`src/hdl/motorSettings.svh`:
```
`ifndef MOTOR_SETTINGS_SVH
`define MOTOR_SETTINGS_SVH

// datapath widths
`define MOTOR_PERIOD_W      12
`define MOTOR_CREDIT_W      16
`define MOTOR_STEP_LEN_W    25
`define MOTOR_STEP_W        4
`define MOTOR_ADDR_W        8

// commutation sequence, steps 6 and 11 compare against a neighbor phase
`define MOTOR_STEP_COUNT    12
`define MOTOR_STEP_B        6
`define MOTOR_STEP_C        11

// register map, word aligned
`define MOTOR_REG_CTRL      8'h00
`define MOTOR_REG_PERIOD    8'h04
`define MOTOR_REG_MINW      8'h08
`define MOTOR_REG_STEPLEN   8'h0C
`define MOTOR_REG_CREDIT_A  8'h10
`define MOTOR_REG_CREDIT_B  8'h14
`define MOTOR_REG_CREDIT_C  8'h18
`define MOTOR_REG_STEP      8'h1C
`define MOTOR_REG_WANT_A    8'h20
`define MOTOR_REG_WANT_B    8'h24
`define MOTOR_REG_WANT_C    8'h28
`define MOTOR_REG_REAL_A    8'h2C
`define MOTOR_REG_REAL_B    8'h30
`define MOTOR_REG_REAL_C    8'h34

`endif

```
`src/hdl/motorPkg.sv`:
```
`include "motorSettings.svh"

package motorPkg;

    // APB request as seen by the slave
    typedef struct packed {
        logic                       psel;
        logic                       penable;
        logic                       pwrite;
        logic [`MOTOR_ADDR_W-1:0]   paddr;
        logic [31:0]                pwdata;
    } apbReq;

    // APB response, pready is tied high in this design
    typedef struct packed {
        logic [31:0]                prdata;
        logic                       pready;
        logic                       pslverr;
    } apbRsp;

    // configuration shared by the timer and all phases
    typedef struct packed {
        logic                           enable;
        logic [`MOTOR_PERIOD_W-1:0]     periodLen;
        logic [`MOTOR_PERIOD_W-1:0]     minWidth;
        logic [`MOTOR_STEP_LEN_W-1:0]   stepLen;
        logic [`MOTOR_CREDIT_W-1:0]     creditA;
        logic [`MOTOR_CREDIT_W-1:0]     creditB;
        logic [`MOTOR_CREDIT_W-1:0]     creditC;
    } motorCfg;

    // totals of the last finished step
    typedef struct packed {
        logic [`MOTOR_CREDIT_W-1:0]     wantSum;
        logic [`MOTOR_CREDIT_W-1:0]     realCount;
    } phaseStatus;

endpackage

```
`src/hdl/motorRegs.sv`:
```
`include "motorSettings.svh"

module motorRegs (
    input  logic                        clk,
    input  logic                        rstN,
    input  motorPkg::apbReq             req,
    output motorPkg::apbRsp             rsp,
    input  logic [`MOTOR_STEP_W-1:0]    step,
    input  motorPkg::phaseStatus        statusA,
    input  motorPkg::phaseStatus        statusB,
    input  motorPkg::phaseStatus        statusC,
    output motorPkg::motorCfg           cfg
);
    import motorPkg::*;

    motorCfg        cfgQ;
    logic           access;
    logic           mapped;
    logic           readOnly;
    logic           wrEn;
    logic [31:0]    rdData;

    // second phase of a transfer, pready is always high
    assign access = req.psel & req.penable;

    // address decode and read mux
    always_comb begin
        mapped   = 1'b1;
        readOnly = 1'b0;
        rdData   = '0;
        case (req.paddr)
            `MOTOR_REG_CTRL:     rdData = 32'(cfgQ.enable);
            `MOTOR_REG_PERIOD:   rdData = 32'(cfgQ.periodLen);
            `MOTOR_REG_MINW:     rdData = 32'(cfgQ.minWidth);
            `MOTOR_REG_STEPLEN:  rdData = 32'(cfgQ.stepLen);
            `MOTOR_REG_CREDIT_A: rdData = 32'(cfgQ.creditA);
            `MOTOR_REG_CREDIT_B: rdData = 32'(cfgQ.creditB);
            `MOTOR_REG_CREDIT_C: rdData = 32'(cfgQ.creditC);
            `MOTOR_REG_STEP: begin
                rdData   = 32'(step);
                readOnly = 1'b1;
            end
            `MOTOR_REG_WANT_A: begin
                rdData   = 32'(statusA.wantSum);
                readOnly = 1'b1;
            end
            `MOTOR_REG_WANT_B: begin
                rdData   = 32'(statusB.wantSum);
                readOnly = 1'b1;
            end
            `MOTOR_REG_WANT_C: begin
                rdData   = 32'(statusC.wantSum);
                readOnly = 1'b1;
            end
            `MOTOR_REG_REAL_A: begin
                rdData   = 32'(statusA.realCount);
                readOnly = 1'b1;
            end
            `MOTOR_REG_REAL_B: begin
                rdData   = 32'(statusB.realCount);
                readOnly = 1'b1;
            end
            `MOTOR_REG_REAL_C: begin
                rdData   = 32'(statusC.realCount);
                readOnly = 1'b1;
            end
            default: mapped = 1'b0;
        endcase
    end

    // only mapped writable addresses update the config
    assign wrEn = access & req.pwrite & mapped & ~readOnly;

    always_ff @(posedge clk or negedge rstN) begin
        if (!rstN) begin
            cfgQ <= '0;
        end else if (wrEn) begin
            case (req.paddr)
                `MOTOR_REG_CTRL:     cfgQ.enable    <= req.pwdata[0];
                `MOTOR_REG_PERIOD:   cfgQ.periodLen <= req.pwdata[`MOTOR_PERIOD_W-1:0];
                `MOTOR_REG_MINW:     cfgQ.minWidth  <= req.pwdata[`MOTOR_PERIOD_W-1:0];
                `MOTOR_REG_STEPLEN:  cfgQ.stepLen   <= req.pwdata[`MOTOR_STEP_LEN_W-1:0];
                `MOTOR_REG_CREDIT_A: cfgQ.creditA   <= req.pwdata[`MOTOR_CREDIT_W-1:0];
                `MOTOR_REG_CREDIT_B: cfgQ.creditB   <= req.pwdata[`MOTOR_CREDIT_W-1:0];
                `MOTOR_REG_CREDIT_C: cfgQ.creditC   <= req.pwdata[`MOTOR_CREDIT_W-1:0];
                default:             cfgQ           <= cfgQ;
            endcase
        end
    end

    assign cfg         = cfgQ;
    assign rsp.prdata  = rdData;
    assign rsp.pready  = 1'b1;
    // unmapped access or a write to a status register
    assign rsp.pslverr = access & (~mapped | (req.pwrite & readOnly));

endmodule

```
`src/hdl/commutationTimer.sv`:
```
`include "motorSettings.svh"

module commutationTimer (
    input  logic                        clk,
    input  logic                        rstN,
    input  motorPkg::motorCfg           cfg,
    output logic                        stepLast,
    output logic                        stepFirst,
    output logic [`MOTOR_STEP_W-1:0]    step
);

    logic [`MOTOR_STEP_LEN_W-1:0]   stepCnt;
    logic [`MOTOR_STEP_LEN_W-1:0]   stepEnd;
    logic                           stepWrap;

    // last count value of a step
    assign stepEnd = cfg.stepLen - 1'b1;

    assign stepLast = cfg.enable & (stepCnt == stepEnd);

    // step 11 rolls back to step 0
    assign stepWrap = (step == (`MOTOR_STEP_COUNT - 1));

    // cycle counter within the current step
    always_ff @(posedge clk or negedge rstN) begin
        if (!rstN) begin
            stepCnt <= '0;
        end else if (!cfg.enable) begin
            stepCnt <= '0;
        end else if (stepLast) begin
            stepCnt <= '0;
        end else begin
            stepCnt <= stepCnt + 1'b1;
        end
    end

    // first cycle of the following step
    always_ff @(posedge clk or negedge rstN) begin
        if (!rstN) begin
            stepFirst <= 1'b0;
        end else if (!cfg.enable) begin
            stepFirst <= 1'b0;
        end else begin
            stepFirst <= stepLast;
        end
    end

    // step sequencer, held at 0 while disabled
    always_ff @(posedge clk or negedge rstN) begin
        if (!rstN) begin
            step <= '0;
        end else if (!cfg.enable) begin
            step <= '0;
        end else if (stepLast) begin
            if (stepWrap) begin
                step <= '0;
            end else begin
                step <= step + 1'b1;
            end
        end
    end

endmodule

```
`src/hdl/pwmGenerator.sv`:
```
`include "motorSettings.svh"

module pwmGenerator (
    input  logic                            clk,
    input  logic                            rstN,
    input  motorPkg::motorCfg               cfg,
    input  logic [`MOTOR_CREDIT_W-1:0]      credit,
    input  logic [`MOTOR_STEP_W-1:0]        step,
    input  logic                            stepLast,
    input  logic                            stepFirst,
    input  logic [`MOTOR_CREDIT_W-1:0]      limitB,
    input  logic [`MOTOR_CREDIT_W-1:0]      limitC,
    output logic [`MOTOR_CREDIT_W-1:0]      creditSum,
    output motorPkg::phaseStatus            status,
    output logic                            pwm
);
    import motorPkg::*;

    logic [`MOTOR_PERIOD_W-1:0]     periodCnt;
    logic                           reload;
    logic                           reloadQ;
    logic                           periodStart;

    logic [`MOTOR_CREDIT_W-1:0]     remainder;
    logic [`MOTOR_CREDIT_W-1:0]     sum;
    logic                           holdBack;
    logic [`MOTOR_CREDIT_W-1:0]     pulseCnt;

    logic [`MOTOR_CREDIT_W-1:0]     wantAcc;
    logic [`MOTOR_CREDIT_W-1:0]     realAcc;
    phaseStatus                     statusQ;

    // period ends on count 1, at a step boundary, or stays parked with no credit
    assign reload = (periodCnt == 1) | stepLast | (credit == '0);

    always_ff @(posedge clk or negedge rstN) begin
        if (!rstN) begin
            periodCnt <= '0;
            reloadQ   <= 1'b0;
        end else begin
            reloadQ <= reload;
            if (reload) begin
                periodCnt <= cfg.periodLen;
            end else begin
                periodCnt <= periodCnt - 1'b1;
            end
        end
    end

    assign periodStart = reloadQ & ~reload;

    // credit plus whatever was carried from earlier periods
    assign sum       = remainder + credit;
    assign creditSum = sum;

    // too short, or the neighbor phase is below us in the limited steps
    always_comb begin
        holdBack = (sum < cfg.minWidth);
        if ((step == `MOTOR_STEP_B) && (limitB < sum)) begin
            holdBack = 1'b1;
        end
        if ((step == `MOTOR_STEP_C) && (limitC < sum)) begin
            holdBack = 1'b1;
        end
    end

    always_ff @(posedge clk or negedge rstN) begin
        if (!rstN) begin
            remainder <= '0;
            pulseCnt  <= '0;
        end else if (periodStart) begin
            remainder <= holdBack ? sum : '0;
            pulseCnt  <= holdBack ? '0 : sum;
        end else if (pulseCnt != '0) begin
            // a long pulse may run past the next reload
            pulseCnt <= pulseCnt - 1'b1;
        end
    end

    assign pwm = (pulseCnt != '0);

    // per step totals; a new step starts counting with its own first cycle
    always_ff @(posedge clk or negedge rstN) begin
        if (!rstN) begin
            wantAcc <= '0;
            realAcc <= '0;
            statusQ <= '0;
        end else if (stepFirst) begin
            statusQ.wantSum   <= wantAcc;
            statusQ.realCount <= realAcc;
            wantAcc           <= periodStart ? credit : '0;
            realAcc           <= `MOTOR_CREDIT_W'(pwm);
        end else begin
            if (periodStart) begin
                wantAcc <= wantAcc + credit;
            end
            if (pwm) begin
                realAcc <= realAcc + 1'b1;
            end
        end
    end

    assign status = statusQ;

endmodule

```
`src/hdl/motorPwmTop.sv`:
```
`include "motorSettings.svh"

module motorPwmTop (
    input  logic                clk,
    input  logic                rstN,
    input  motorPkg::apbReq     apb,
    output motorPkg::apbRsp     apbResp,
    output logic                pwmA,
    output logic                pwmB,
    output logic                pwmC
);
    import motorPkg::*;

    motorCfg                        cfg;
    phaseStatus                     statusA;
    phaseStatus                     statusB;
    phaseStatus                     statusC;
    logic                           stepLast;
    logic                           stepFirst;
    logic [`MOTOR_STEP_W-1:0]       step;
    logic [`MOTOR_CREDIT_W-1:0]     sumA;
    logic [`MOTOR_CREDIT_W-1:0]     sumB;
    logic [`MOTOR_CREDIT_W-1:0]     sumC;

    motorRegs u_motorRegs (
        .clk     (clk),
        .rstN    (rstN),
        .req     (apb),
        .rsp     (apbResp),
        .step    (step),
        .statusA (statusA),
        .statusB (statusB),
        .statusC (statusC),
        .cfg     (cfg)
    );

    commutationTimer u_commutationTimer (
        .clk       (clk),
        .rstN      (rstN),
        .cfg       (cfg),
        .stepLast  (stepLast),
        .stepFirst (stepFirst),
        .step      (step)
    );

    // limit inputs rotate so each phase sees its two neighbors
    pwmGenerator phaseA (
        .clk (clk), .rstN (rstN), .cfg (cfg), .credit (cfg.creditA), .step (step),
        .stepLast (stepLast), .stepFirst (stepFirst), .limitB (sumB), .limitC (sumC),
        .creditSum (sumA), .status (statusA), .pwm (pwmA)
    );

    pwmGenerator phaseB (
        .clk (clk), .rstN (rstN), .cfg (cfg), .credit (cfg.creditB), .step (step),
        .stepLast (stepLast), .stepFirst (stepFirst), .limitB (sumC), .limitC (sumA),
        .creditSum (sumB), .status (statusB), .pwm (pwmB)
    );

    pwmGenerator phaseC (
        .clk (clk), .rstN (rstN), .cfg (cfg), .credit (cfg.creditC), .step (step),
        .stepLast (stepLast), .stepFirst (stepFirst), .limitB (sumA), .limitC (sumB),
        .creditSum (sumC), .status (statusC), .pwm (pwmC)
    );

endmodule

```
`config.mk`:
```
export PLATFORM = sky130hd
export DESIGN_NAME = motorPwmTop
export DESIGN_NICKNAME = d
export VERILOG_FILES = /design/src/hdl/motorPkg.sv /design/src/hdl/motorRegs.sv /design/src/hdl/commutationTimer.sv /design/src/hdl/pwmGenerator.sv /design/src/hdl/motorPwmTop.sv
export VERILOG_INCLUDE_DIRS = /design/src /design/src/hdl
export SDC_FILE = /design/constraint.sdc
export NUM_CORES = 1
export LEC_CHECK = 0
export ABC_AREA = 1
export BUFFER_PORTS_ARGS = -buffer_cell sky130_fd_sc_hd__buf_2
export CAP_MARGIN = 40
export CORE_UTILIZATION = 50
export DETAILED_ROUTE_END_ITERATION = 7
export PLACE_DENSITY_LB_ADDON = 0.25
export SYNTH_ARGS = -nofsm -noshare
export SYNTH_HDL_FRONTEND = slang
export SYNTH_HIERARCHICAL = 1
export SYNTH_SLANG_ARGS = --single-unit
```
`constraint.sdc`:
```
create_clock -name clk -period 8.2 [get_ports clk]
set_input_delay 1.23 -clock clk [delete_from_list [all_inputs] [get_ports clk]]
set_output_delay 1.23 -clock clk [all_outputs]
set_load 0.01 [all_outputs]
```
After elaboration in Yosys (flattened, before gate mapping)
Cells that the tools add are included.
{"block": "classes", "eq_ne": 20, "n_addsub": 18, "n_reduce_logical": 31, "order_cmp": 9, "bitwise_logic": 22, "n_mux": 45}
{"op": "$mux 16", "n": 27}
{"op": "$pmux 25 s14", "n": 1}
{"op": "$add 16x16->16", "n": 6}
{"op": "$lt 16x16->1", "n": 6}
{"op": "$mux 25", "n": 2}
{"op": "$add 16x1->16 const B", "n": 3}
{"op": "$eq 8x6->1 const B", "n": 6}
{"op": "$logic_not 16->1", "n": 3}
{"op": "$lt 16x12->1", "n": 3}
{"op": "$reduce_bool 16->1", "n": 3}
{"op": "$sub 16x1->16 const B", "n": 3}
{"op": "$eq 12x1->1 const B", "n": 3}
{"op": "$mux 12", "n": 3}
{"op": "$sub 12x1->12 const B", "n": 3}
{"op": "$eq 8x5->1 const B", "n": 4}
{"op": "$add 25x1->25 const B", "n": 1}
{"op": "$eq 25x25->1", "n": 1}
{"op": "$sub 25x1->25 const B", "n": 1}
{"op": "$reduce_bool 2->1", "n": 9}
{"op": "$eq 8x4->1 const B", "n": 2}
{"op": "$reduce_and 2->1", "n": 7}
{"op": "$reduce_or 14->1", "n": 1}
{"op": "$mux 4", "n": 3}
{"op": "$and 1x1->1", "n": 10}
{"op": "11 further kinds", "n": 34}
{"block": "word_totals", "ff_bits": 455}

Depth between registers and ports, before layout
Gate-level depths: netlist (run 1).
{"block": "logic_depth", "depth_word": 9, "depth_mapped": 27, "ltp_nobuf": 26}

Modules after synthesis
The synthesis (run 1) kept the hierarchy.
{"module": "pwmGenerator (phaseC)", "cells_per_inst": 1080, "area_each_um2": 7842.5, "n_inst": 1, "seq_area_each_um2": 2727.6}
{"module": "pwmGenerator (phaseB)", "cells_per_inst": 1067, "area_each_um2": 7812.5, "n_inst": 1, "seq_area_each_um2": 2727.6}
{"module": "pwmGenerator (phaseA)", "cells_per_inst": 1062, "area_each_um2": 7683.6, "n_inst": 1, "seq_area_each_um2": 2727.6}
{"module": "motorRegs", "cells_per_inst": 818, "area_each_um2": 5661.7, "n_inst": 1, "seq_area_each_um2": 2452.4}
{"module": "commutationTimer", "cells_per_inst": 492, "area_each_um2": 3074.2, "n_inst": 1, "seq_area_each_um2": 750.7}

Worst setup path before layout (run 1)
OpenSTA, ideal clock, no wires.
{"block": "synth_path", "kind": "input port to output port", "startpoint": "in apb[32] (netlist bit)", "endpoint": "out apbResp[13] (netlist bit)", "n_path_buf": 1, "arrival_time_ps": 2376, "path_stages": 10, "t_required_ps": 6970, "path_slack_ps": 4594, "cell_sequence": "inv_1 -> nand2_1 -> nor2_2 -> nand2_1 -> inv_1 -> clkbuf_1 -> nand2_1 -> o2111ai_1 -> nor2_1 -> nand2_1"}
{"item": "from (decl)", "line_no": "motorPwmTop.sv:6", "rtl": "input motorPkg::apbReq apb,"}
{"item": "to (decl)", "line_no": "motorPwmTop.sv:7", "rtl": "output motorPkg::apbRsp apbResp,"}

Final worst setup path (run 1)
{"block": "layout_path", "startpoint": "reg u_motorRegs.cfgQ (netlist bit u_motorRegs/cfg[48])", "endpoint": "reg phaseA.pulseCnt[14]"}
{"block": "layout_between", "elab_chain_cells": 8, "word_cells_on_any_way": 9}
{"item": "from (decl)", "line_no": "motorRegs.sv:16", "rtl": "motorCfg cfgQ;"}
{"item": "from (signal assigned)", "line_no": "motorRegs.sv:86", "rtl": "default: cfgQ <= cfgQ;"}
{"item": "$sub 25x1->25 (*)", "line_no": "commutationTimer.sv:17", "rtl": "assign stepEnd = cfg.stepLen - 1'b1;"}
{"item": "$eq 25x25->1 (*)", "line_no": "commutationTimer.sv:19", "rtl": "assign stepLast = cfg.enable & (stepCnt == stepEnd);"}
{"item": "$and 1x1->1 (*)", "line_no": "commutationTimer.sv:19"}
{"item": "named net stepLast", "line_no": "motorPwmTop.sv:18", "rtl": "logic stepLast;"}
{"item": "$or 1x1->1 (*) (2 in series)", "line_no": "pwmGenerator.sv:34", "rtl": "assign reload = (periodCnt == 1) | stepLast | (credit == '0);"}
{"item": "$not 1->1 (*)", "line_no": "pwmGenerator.sv:50", "rtl": "assign periodStart = reloadQ & ~reload;"}
{"item": "$and 1x1->1 (*)", "line_no": "pwmGenerator.sv:50"}
{"item": "$mux 16 / $reduce_bool 2->1 (equally long branches)"}
{"item": "to (signal assigned)", "line_no": "pwmGenerator.sv:73", "rtl": "pulseCnt <= holdBack ? '0 : sum;"}
{"item": "to (signal assigned)", "line_no": "pwmGenerator.sv:76", "rtl": "pulseCnt <= pulseCnt - 1'b1;"}
{"item": "to (decl)", "line_no": "pwmGenerator.sv:27", "rtl": "logic [`MOTOR_CREDIT_W-1:0] pulseCnt;"}
Mark *: on every way through the listed nets, which the timed path passes. The rest lies on a longest branch.
A chain may end at the register's enable or synchronous reset.

==> flow_metrics.py, run 1 <==
metrics = {
    "run_status": {
        "status": "complete, no violations",
    },
    "layout": {
        "multi_input_area_um2": 18320,
        "seq_area_um2": 11390,
        "final_common_cell": "nand2_1",
        "fin_nets": 4808,
        "final_cell_mix": "1,533 x nand2_1, 454 x dfrtp_1, 443 x inv_1, 387 x nor2_1, 328 x nand3_1",
        "fillCellCount": 6088,
        "area_growth_pct": 9.054,
        "drive_gt1_frac": 0.07560,
    },
    "floorplanning": {
        "start_util": 0.5075,
        "die_width_um": 255.3,
        "row_count": 92,
        "core-area_um2": 63200,
        "die-area_um2": 65170,
        "ios": 82,
        "die_h_um": 255.3,
    },
    "sta": {
        "worst_slew_pin_slew_ns": 0.9074,
        "fmax_ghz": 0.1765,
        "max-slew-margin-rel": 0.3950,
        "setup_viol": 0,
        "skew_ns": 0.05844,
        "period_minus_slack_ns": 5.666,
        "rsz0062_at_grt": "no",
        "min_period_over_period": 0.6910,
        "fin_tns_setup_ns": 0,
        "timing.final.ws_setup_ns": 2.534,
        "maxSlewViolCount": 0,
        "hold_viol": 0,
    },
    "global_routing": {
        "grt_pass1_vias": 27570,
        "track_usage": 0.3052,
        "grt_pass1_wl_um": 153800,
        "antenna_found_initial": 2,
        "globalRouteOverflowTotal": 0,
        "grt_max_degree": 144,
    },
    "power": {
        "swShare": 0.2827,
        "p_switching_w": 0.001665,
        "clockPowerShare": 0.432,
        "p_seq_frac": 0.434,
        "p_per_area_nw_per_um2": 168.4,
        "combPwrFrac": 0.134,
        "power_w": 0.005889,
        "p_leak_nw": 18.70,
        "irDropWorstVdd_mv": 0.1473,
        "intPower_w": 0.004224,
    },
    "setup_path": {
        "path_max_fanout": 51,
        "cpMaxStageDelayCell": "nor2_1",
        "crit_chain": "inv_1, ha_1, nand2_4, nor2_4, nand2_1, nor2_1, nand3b_1, nand2_1, nand2_1, nor2_4, nand4_4, nor2_1, inv_1, nand3_1, inv_1, nand2_1, buf_4, inv_1, nor2_1, buf_4, a21oi_1",
        "start_kind": "register",
        "path_class": "register to register",
        "max_stage_delay_ns": 0.63,
        "cp.arrival_ns": 6.14,
        "critPathRequiredTime_ns": 8.68,
        "worstSetupEndpointType": "register",
    },
    "synth": {
        "synthArstFlopShare": 1.000,
        "synthCells": 4519,
        "synthTopCellsByArea": "dfrtp_1 35%, nand2_1 18%, ha_1 8.2%, inv_1 5.2%, nand3_1 5.1%",
        "ys_ff_latch": 455,
        "netlist.area_leader.share": 0.3550,
        "synth_edf_count": 0,
        "synth-seq-area-share": 0.3550,
        "ys.flop_type": "dfrtp_1",
        "synth_area_per_cell_um2": 7.098,
        "yosys.area.top_type": "dfrtp_1",
        "ys_warn_count": 6,
        "synth_area_um2": 32070,
        "synth_cell_type_count": 68,
    },
    "clocking": {
        "ctsHoldBuffers": 0,
        "h-tree-depth": 2,
        "cts-root-buf": "clkbuf_16",
        "post_cts_buffers": 0,
        "cts_tree": "done",
        "cts.sinks": 455,
        "clk_path_buf_depth": 3,
        "insertion_delay_ns": 0.65,
        "numCtsBuffers": 53,
        "cts_repair_resize_count": 0,
        "clkSlewWorstSetupHoldPaths_ns": 0.06,
    },
    "detailed_routing": {
        "wl_um": 99240,
        "avgViaCountPerCell": 5.541,
        "drtIter0Drc": 3135,
        "ant_nets": 0,
        "wl_per_cell_um": 18.25,
        "via_count": 30130,
        "drc": 0,
        "first_pass_iters": 5,
    },
    "flow_run": {
        "max-cap-violations": 0,
    },
    "placement": {
        "post-dp-hpwl_um": 74530,
        "pre_cts_ws_ns": 2.597,
        "port_buffers": 66,
        "routabilityCongestion": 0.9641,
    },
    "worst_hold_path": {
        "hold_path.class": "register to register",
    },
}
[synthesized netlist by cell type, types with 4 or more instances]
master / count
a22o_1: 9
o21a_1: 11
o221ai_1: 6
nand3_2: 25
nor2_2: 41
a21oi_1: 205
nor3b_1: 4
o21ai_0: 200
o21bai_1: 7
o31ai_1: 8
buf_4: 12
a31oi_1: 8
nor3_2: 5
nor2_1: 387
nor2_4: 8
or2_2: 13
nand2_1: 1534
a21boi_0: 5
fa_1: 6
xor2_1: 101
ha_1: 210
a21o_1: 8
xnor2_1: 43
clkbuf_1: 77
buf_2: 24
nand2_2: 22
inv_1: 445
inv_2: 6
a211oi_1: 7
nor4_1: 28
nand3_1: 328
a21oi_2: 16
buf_6: 10
o211ai_1: 18
nor3_1: 56
nand4_1: 87
nand2_4: 8
nand3b_1: 30
dfrtp_1: 455
[flip-flops by register name (all words and copies together), names as in the netlist, 25 cells and up]
signal,cells
phaseB/status,32
u_motorRegs/cfg,98
u_commutationTimer/stepCnt,25
phaseC/status,32
phaseA/status,32
[path summary, 6_finish.rpt]
| path | endpoint | slack (ns) | from | depth (start not counted) |
|---|---|---|---|---|
| setup / recovery | phaseA/pulseCnt[14] | 2.53 | u_motorRegs/cfg[48] | 21 |
| min in group asynchronous | u_commutationTimer/stepCnt[13] | 0.58 | rstN | 1 |
| max in group asynchronous | phaseA/pulseCnt[14] | 6.05 | rstN | 3 |
| setup reg to reg | phaseA/pulseCnt[14] | 2.53 | u_motorRegs/cfg[48] | 21 |
| hold reg to reg | phaseA/status[27] | 0.47 | phaseA/status[27] | 2 |
| hold / removal | phaseA/status[27] | 0.47 | phaseA/status[27] | 2 |
[logic make-up (layout without fill, tap and decap cells)]
group | after synthesis | count (layout) | synth area share
AOI/OAI and AO/OA | 527 | 527 | 0.09397
xor gates and xnor gates | 147 | 147 | 0.04127
adders and majority gates | 216 | 216 | 0.08566
buffers and inverters | 583 | 648 | 0.07470
DFF | 455 | 455 | 0.3550
muxes | 2 | 2 | 0.0007021
other | 2 | 9 | 0.0002341
and+or+nand+nor | 2587 | 2587 | 0.3485
[critical path, delay by kind of cell (launching register included)]
family	cells	cell delay (ns)
and+or+nand+nor	13	2.88
buffers and inverters	6	1.76
DFF	1	0.41
adders and majority gates	1	0.37
AOI/OAI and AO/OA	1	0.05
[final cells by class]
type	instances	area share
clock buffers	69	0.04221
flip-flops and latches	455	0.3256
well taps	846	0.03026
repair buffers	98	0.01828
clock inverters	29	0.01138
inverters	452	0.04850
multi-input cells	3487	0.5237
diodes	1	0.00007154
[power groups by stage]
stage | clock network (W) | registers, W | logic [W]
after floorplan | 0 | 0.00256 | 0.000582
after global placement | 0 | 0.00259 | 0.000763
after detailed placement | 0 | 0.00259 | 0.000784
after CTS | 0.00258 | 0.00256 | 0.000790
after global routing | 0.00266 | 0.00258 | 0.000922
final | 0.00254 | 0.00256 | 0.000789
[per-layer routing]
| layer | GRT usage | vias to the layer above | routed length (um) |
|---|---|---|---|
| met3 | 0.05370 | 232 | 7721 |
| met1 | 0.4172 | 14110 | 43250 |
| met2 | 0.4665 | 1076 | 43100 |
| met5 | 0 | - | 0 |
| met4 | 0.1483 | 0 | 5172 |
| li1 | - | 14710 | - |
[through the flow]
step | instance area (um^2) | util | hold WS [ns] | instances
CTS | 34980 | 0.5535 | 0.4742 | 5436
detailed placement | 33100 | 0.5238 | 0.4585 | 5338
finish | 34980 | 0.5535 | 0.4693 | 5437
global route | 34980 | 0.5535 | 0.4832 | 5436
global placement | 33000 | 0.5221 | 0.4539 | 5330
floorplan | 32100 | - | 0.4419 | 4525
Note: power is estimated with default switching activity, not from simulation.
==> run 2, diff against run 1 <==
clock period = 5.5 ns   (was 8.2 ns; I/O delays follow)
==> run 2 against run 1 <==
- non-clock buffer count increased by 14
- power increased by 48%
- global-route usage decreased by 0.24 points
- final cell count increased by 0.17%
- worst setup slack got worse by 1.5 ns
- worst hold slack got worse by 0.27 ns
- clock skew decreased by 0.028 ns
- maximum frequency increased by 26%
- largest power group unchanged
==> flow_metrics.py, run 2 (synthesized netlist as in run 1, its figures left out) <==
metrics = {
    "run_status": {
        "status": "complete, no violations",
    },
    "sta": {
        "hold_viol": 0,
        "fin_tns_setup_ns": 0,
        "timing.final.ws_setup_ns": 1.003,
        "rsz0062_at_grt": "no",
        "max-slew-margin-rel": 0.4080,
        "min_period_over_period": 0.8177,
        "maxSlewViolCount": 0,
        "hold_slack_ns": 0.2015,
        "fmax_ghz": 0.2224,
        "setup_viol": 0,
        "skew_ns": 0.03013,
        "worst_slew_pin_slew_ns": 0.8880,
        "period_minus_slack_ns": 4.497,
    },
    "clocking": {
        "cts_tree": "done",
        "clk_path_buf_depth": 3,
        "cts_repair_resize_count": 0,
        "insertion_delay_ns": 0.63,
        "numCtsBuffers": 53,
        "h-tree-depth": 2,
        "ctsHoldBuffers": 0,
        "cts.sinks": 455,
        "post_cts_buffers": 0,
        "clkSlewWorstSetupHoldPaths_ns": 0.06,
        "cts-root-buf": "clkbuf_16",
    },
    "layout": {
        "drive_gt1_frac": 0.07696,
        "final_cell_mix": "1,533 x nand2_1, 454 x dfrtp_1, 443 x inv_1, 387 x nor2_1, 328 x nand3_1",
        "area_growth_pct": 9.226,
        "fin_nets": 4822,
        "largest_register_ffs": 98,
        "post-route-util": 0.5544,
        "final_common_cell": "nand2_1",
        "diodes": 0,
    },
    "flow_run": {
        "max-cap-violations": 0,
    },
    "detailed_routing": {
        "via_count": 30090,
        "route.met3.wl_um": 7280,
        "ant_nets": 0,
        "wl_met2_um": 43330,
        "highest_layer": "met4",
        "wl_met1_um": 43730,
        "drc": 0,
        "wl_per_cell_um": 18.20,
        "wl_um": 99140,
        "first_pass_iters": 6,
        "avgViaCountPerCell": 5.525,
        "drtIter0Drc": 3153,
    },
    "power": {
        "p_per_area_nw_per_um2": 248.1,
        "p_leak_nw": 18.75,
        "irDropWorstVdd_mv": 0.2625,
    },
    "global_routing": {
        "track_usage": 0.3028,
        "antenna_found_initial": 1,
        "grt_pass1_wl_um": 152500,
        "grt_pass1_vias": 27300,
        "globalRouteOverflowTotal": 0,
        "grt_max_degree": 127,
    },
    "setup_path": {
        "start_kind": "register",
        "crit_chain": "inv_1, ha_1, nand2_4, nor2_4, nand2_1, nor2_1, nand3b_1, nand2_1, nand2_1, nor2_4, nand4_4, nor2_1, inv_1, nand3_1, buf_4, inv_1, nand2_2, inv_1, nor2_1, buf_4, nand2_1, o31ai_1",
        "path_class": "register to register",
        "max_stage_delay_ns": 0.41,
        "worstSetupEndpointType": "register",
        "regToRegSetupSlack_ns": 1.00,
        "cpMaxStageDelayCell": "dfrtp_1",
        "critPathRequiredTime_ns": 6.01,
        "rr_endpoint": "phaseB/wantAcc[0]",
        "cp.arrival_ns": 5.01,
        "reg2reg_from": "u_motorRegs/cfg[48]",
        "r2r_cells": 22,
        "path_max_fanout": 22,
    },
    "floorplanning": {
        "core-area_um2": 63200,
        "row_count": 92,
        "die_h_um": 255.3,
        "die_width_um": 255.3,
        "ios": 82,
        "start_util": 0.5075,
        "die-area_um2": 65170,
    },
    "placement": {
        "pre_cts_ws_ns": 1.110,
        "port_buffers": 66,
        "routabilityCongestion": 0.9874,
        "post-dp-hpwl_um": 75000,
    },
    "worst_hold_path": {
        "hold_path.class": "input pin to asynchronous set/reset pin",
    },
}
run 2: stage by stage:
| stage | area, um^2 | power (W) | std cells |
|---|---|---|---|
| 6_report | 35030 | 0.008692 | 5446 |
| 5_1_grt | 35030 | 0.009077 | 5446 |
| 4_1_cts | 35030 | 0.008730 | 5446 |
| 3_5_place_dp | 33220 | 0.005038 | 5352 |
| 3_3_place_gp | 33180 | 0.005002 | 5349 |
| 2_1_floorplan | 32100 | 0.004692 | 4525 |
run 2: routing by layer:
layer	up-vias	GRT usage
li1	14740	-
met4	0	0.1360
met5	-	0
met1	14020	0.4156
met2	1099	0.4742
met3	233	0.04220
run 2: worst max path at each step:
stage / startpoint / endpoint / depth (start not counted)
finish: u_motorRegs/cfg[48] / phaseB/wantAcc[0] / 22
global route: u_motorRegs/cfg[48] / phaseB/pulseCnt[1] / 22
CTS: u_motorRegs/cfg[48] / phaseB/wantAcc[0] / 22
detailed placement: u_motorRegs/cfg[48] / phaseB/pulseCnt[1] / 22
global placement: u_motorRegs/cfg[48] / phaseB/pulseCnt[1] / 22
floorplan: u_motorRegs/cfg[32] / phaseB/remainder[5] / 23
run 2: area by class of cell:
| class | count | area, um^2 |
|---|---|---|
| Clock buffer | 75 | 1519 |
| Clock inverter | 19 | 297.8 |
| Fill cell | 6048 | 28160 |
| Inverter | 452 | 1697 |
| Multi-Input combinational cell | 3487 | 18320 |
| Sequential cell | 455 | 11390 |
| Tap cell | 846 | 1059 |
| Timing Repair Buffer | 112 | 748.2 |
run 2: critical path, delay by kind of cell, from the launching register on:
kind / cells / cell delay (ns)
AND/OR/NAND/NOR: 14 / 2.29
buffers and inverters: 6 / 1.22
flip-flops: 1 / 0.41
adder cells (fa/ha/maj): 1 / 0.37
AO/OA/AOI/OAI: 1 / 0.08
run 2: report_power, final:
part	internal, W	leakage (nW)	total [W]	switching (W)
registers	0.00362	6.20	0.00381	0.000200
logic	0.000442	11.7	0.00118	0.000738
clock network	0.00220	0.885	0.00370	0.00149
total	0.00626	18.7	0.00869	0.00243
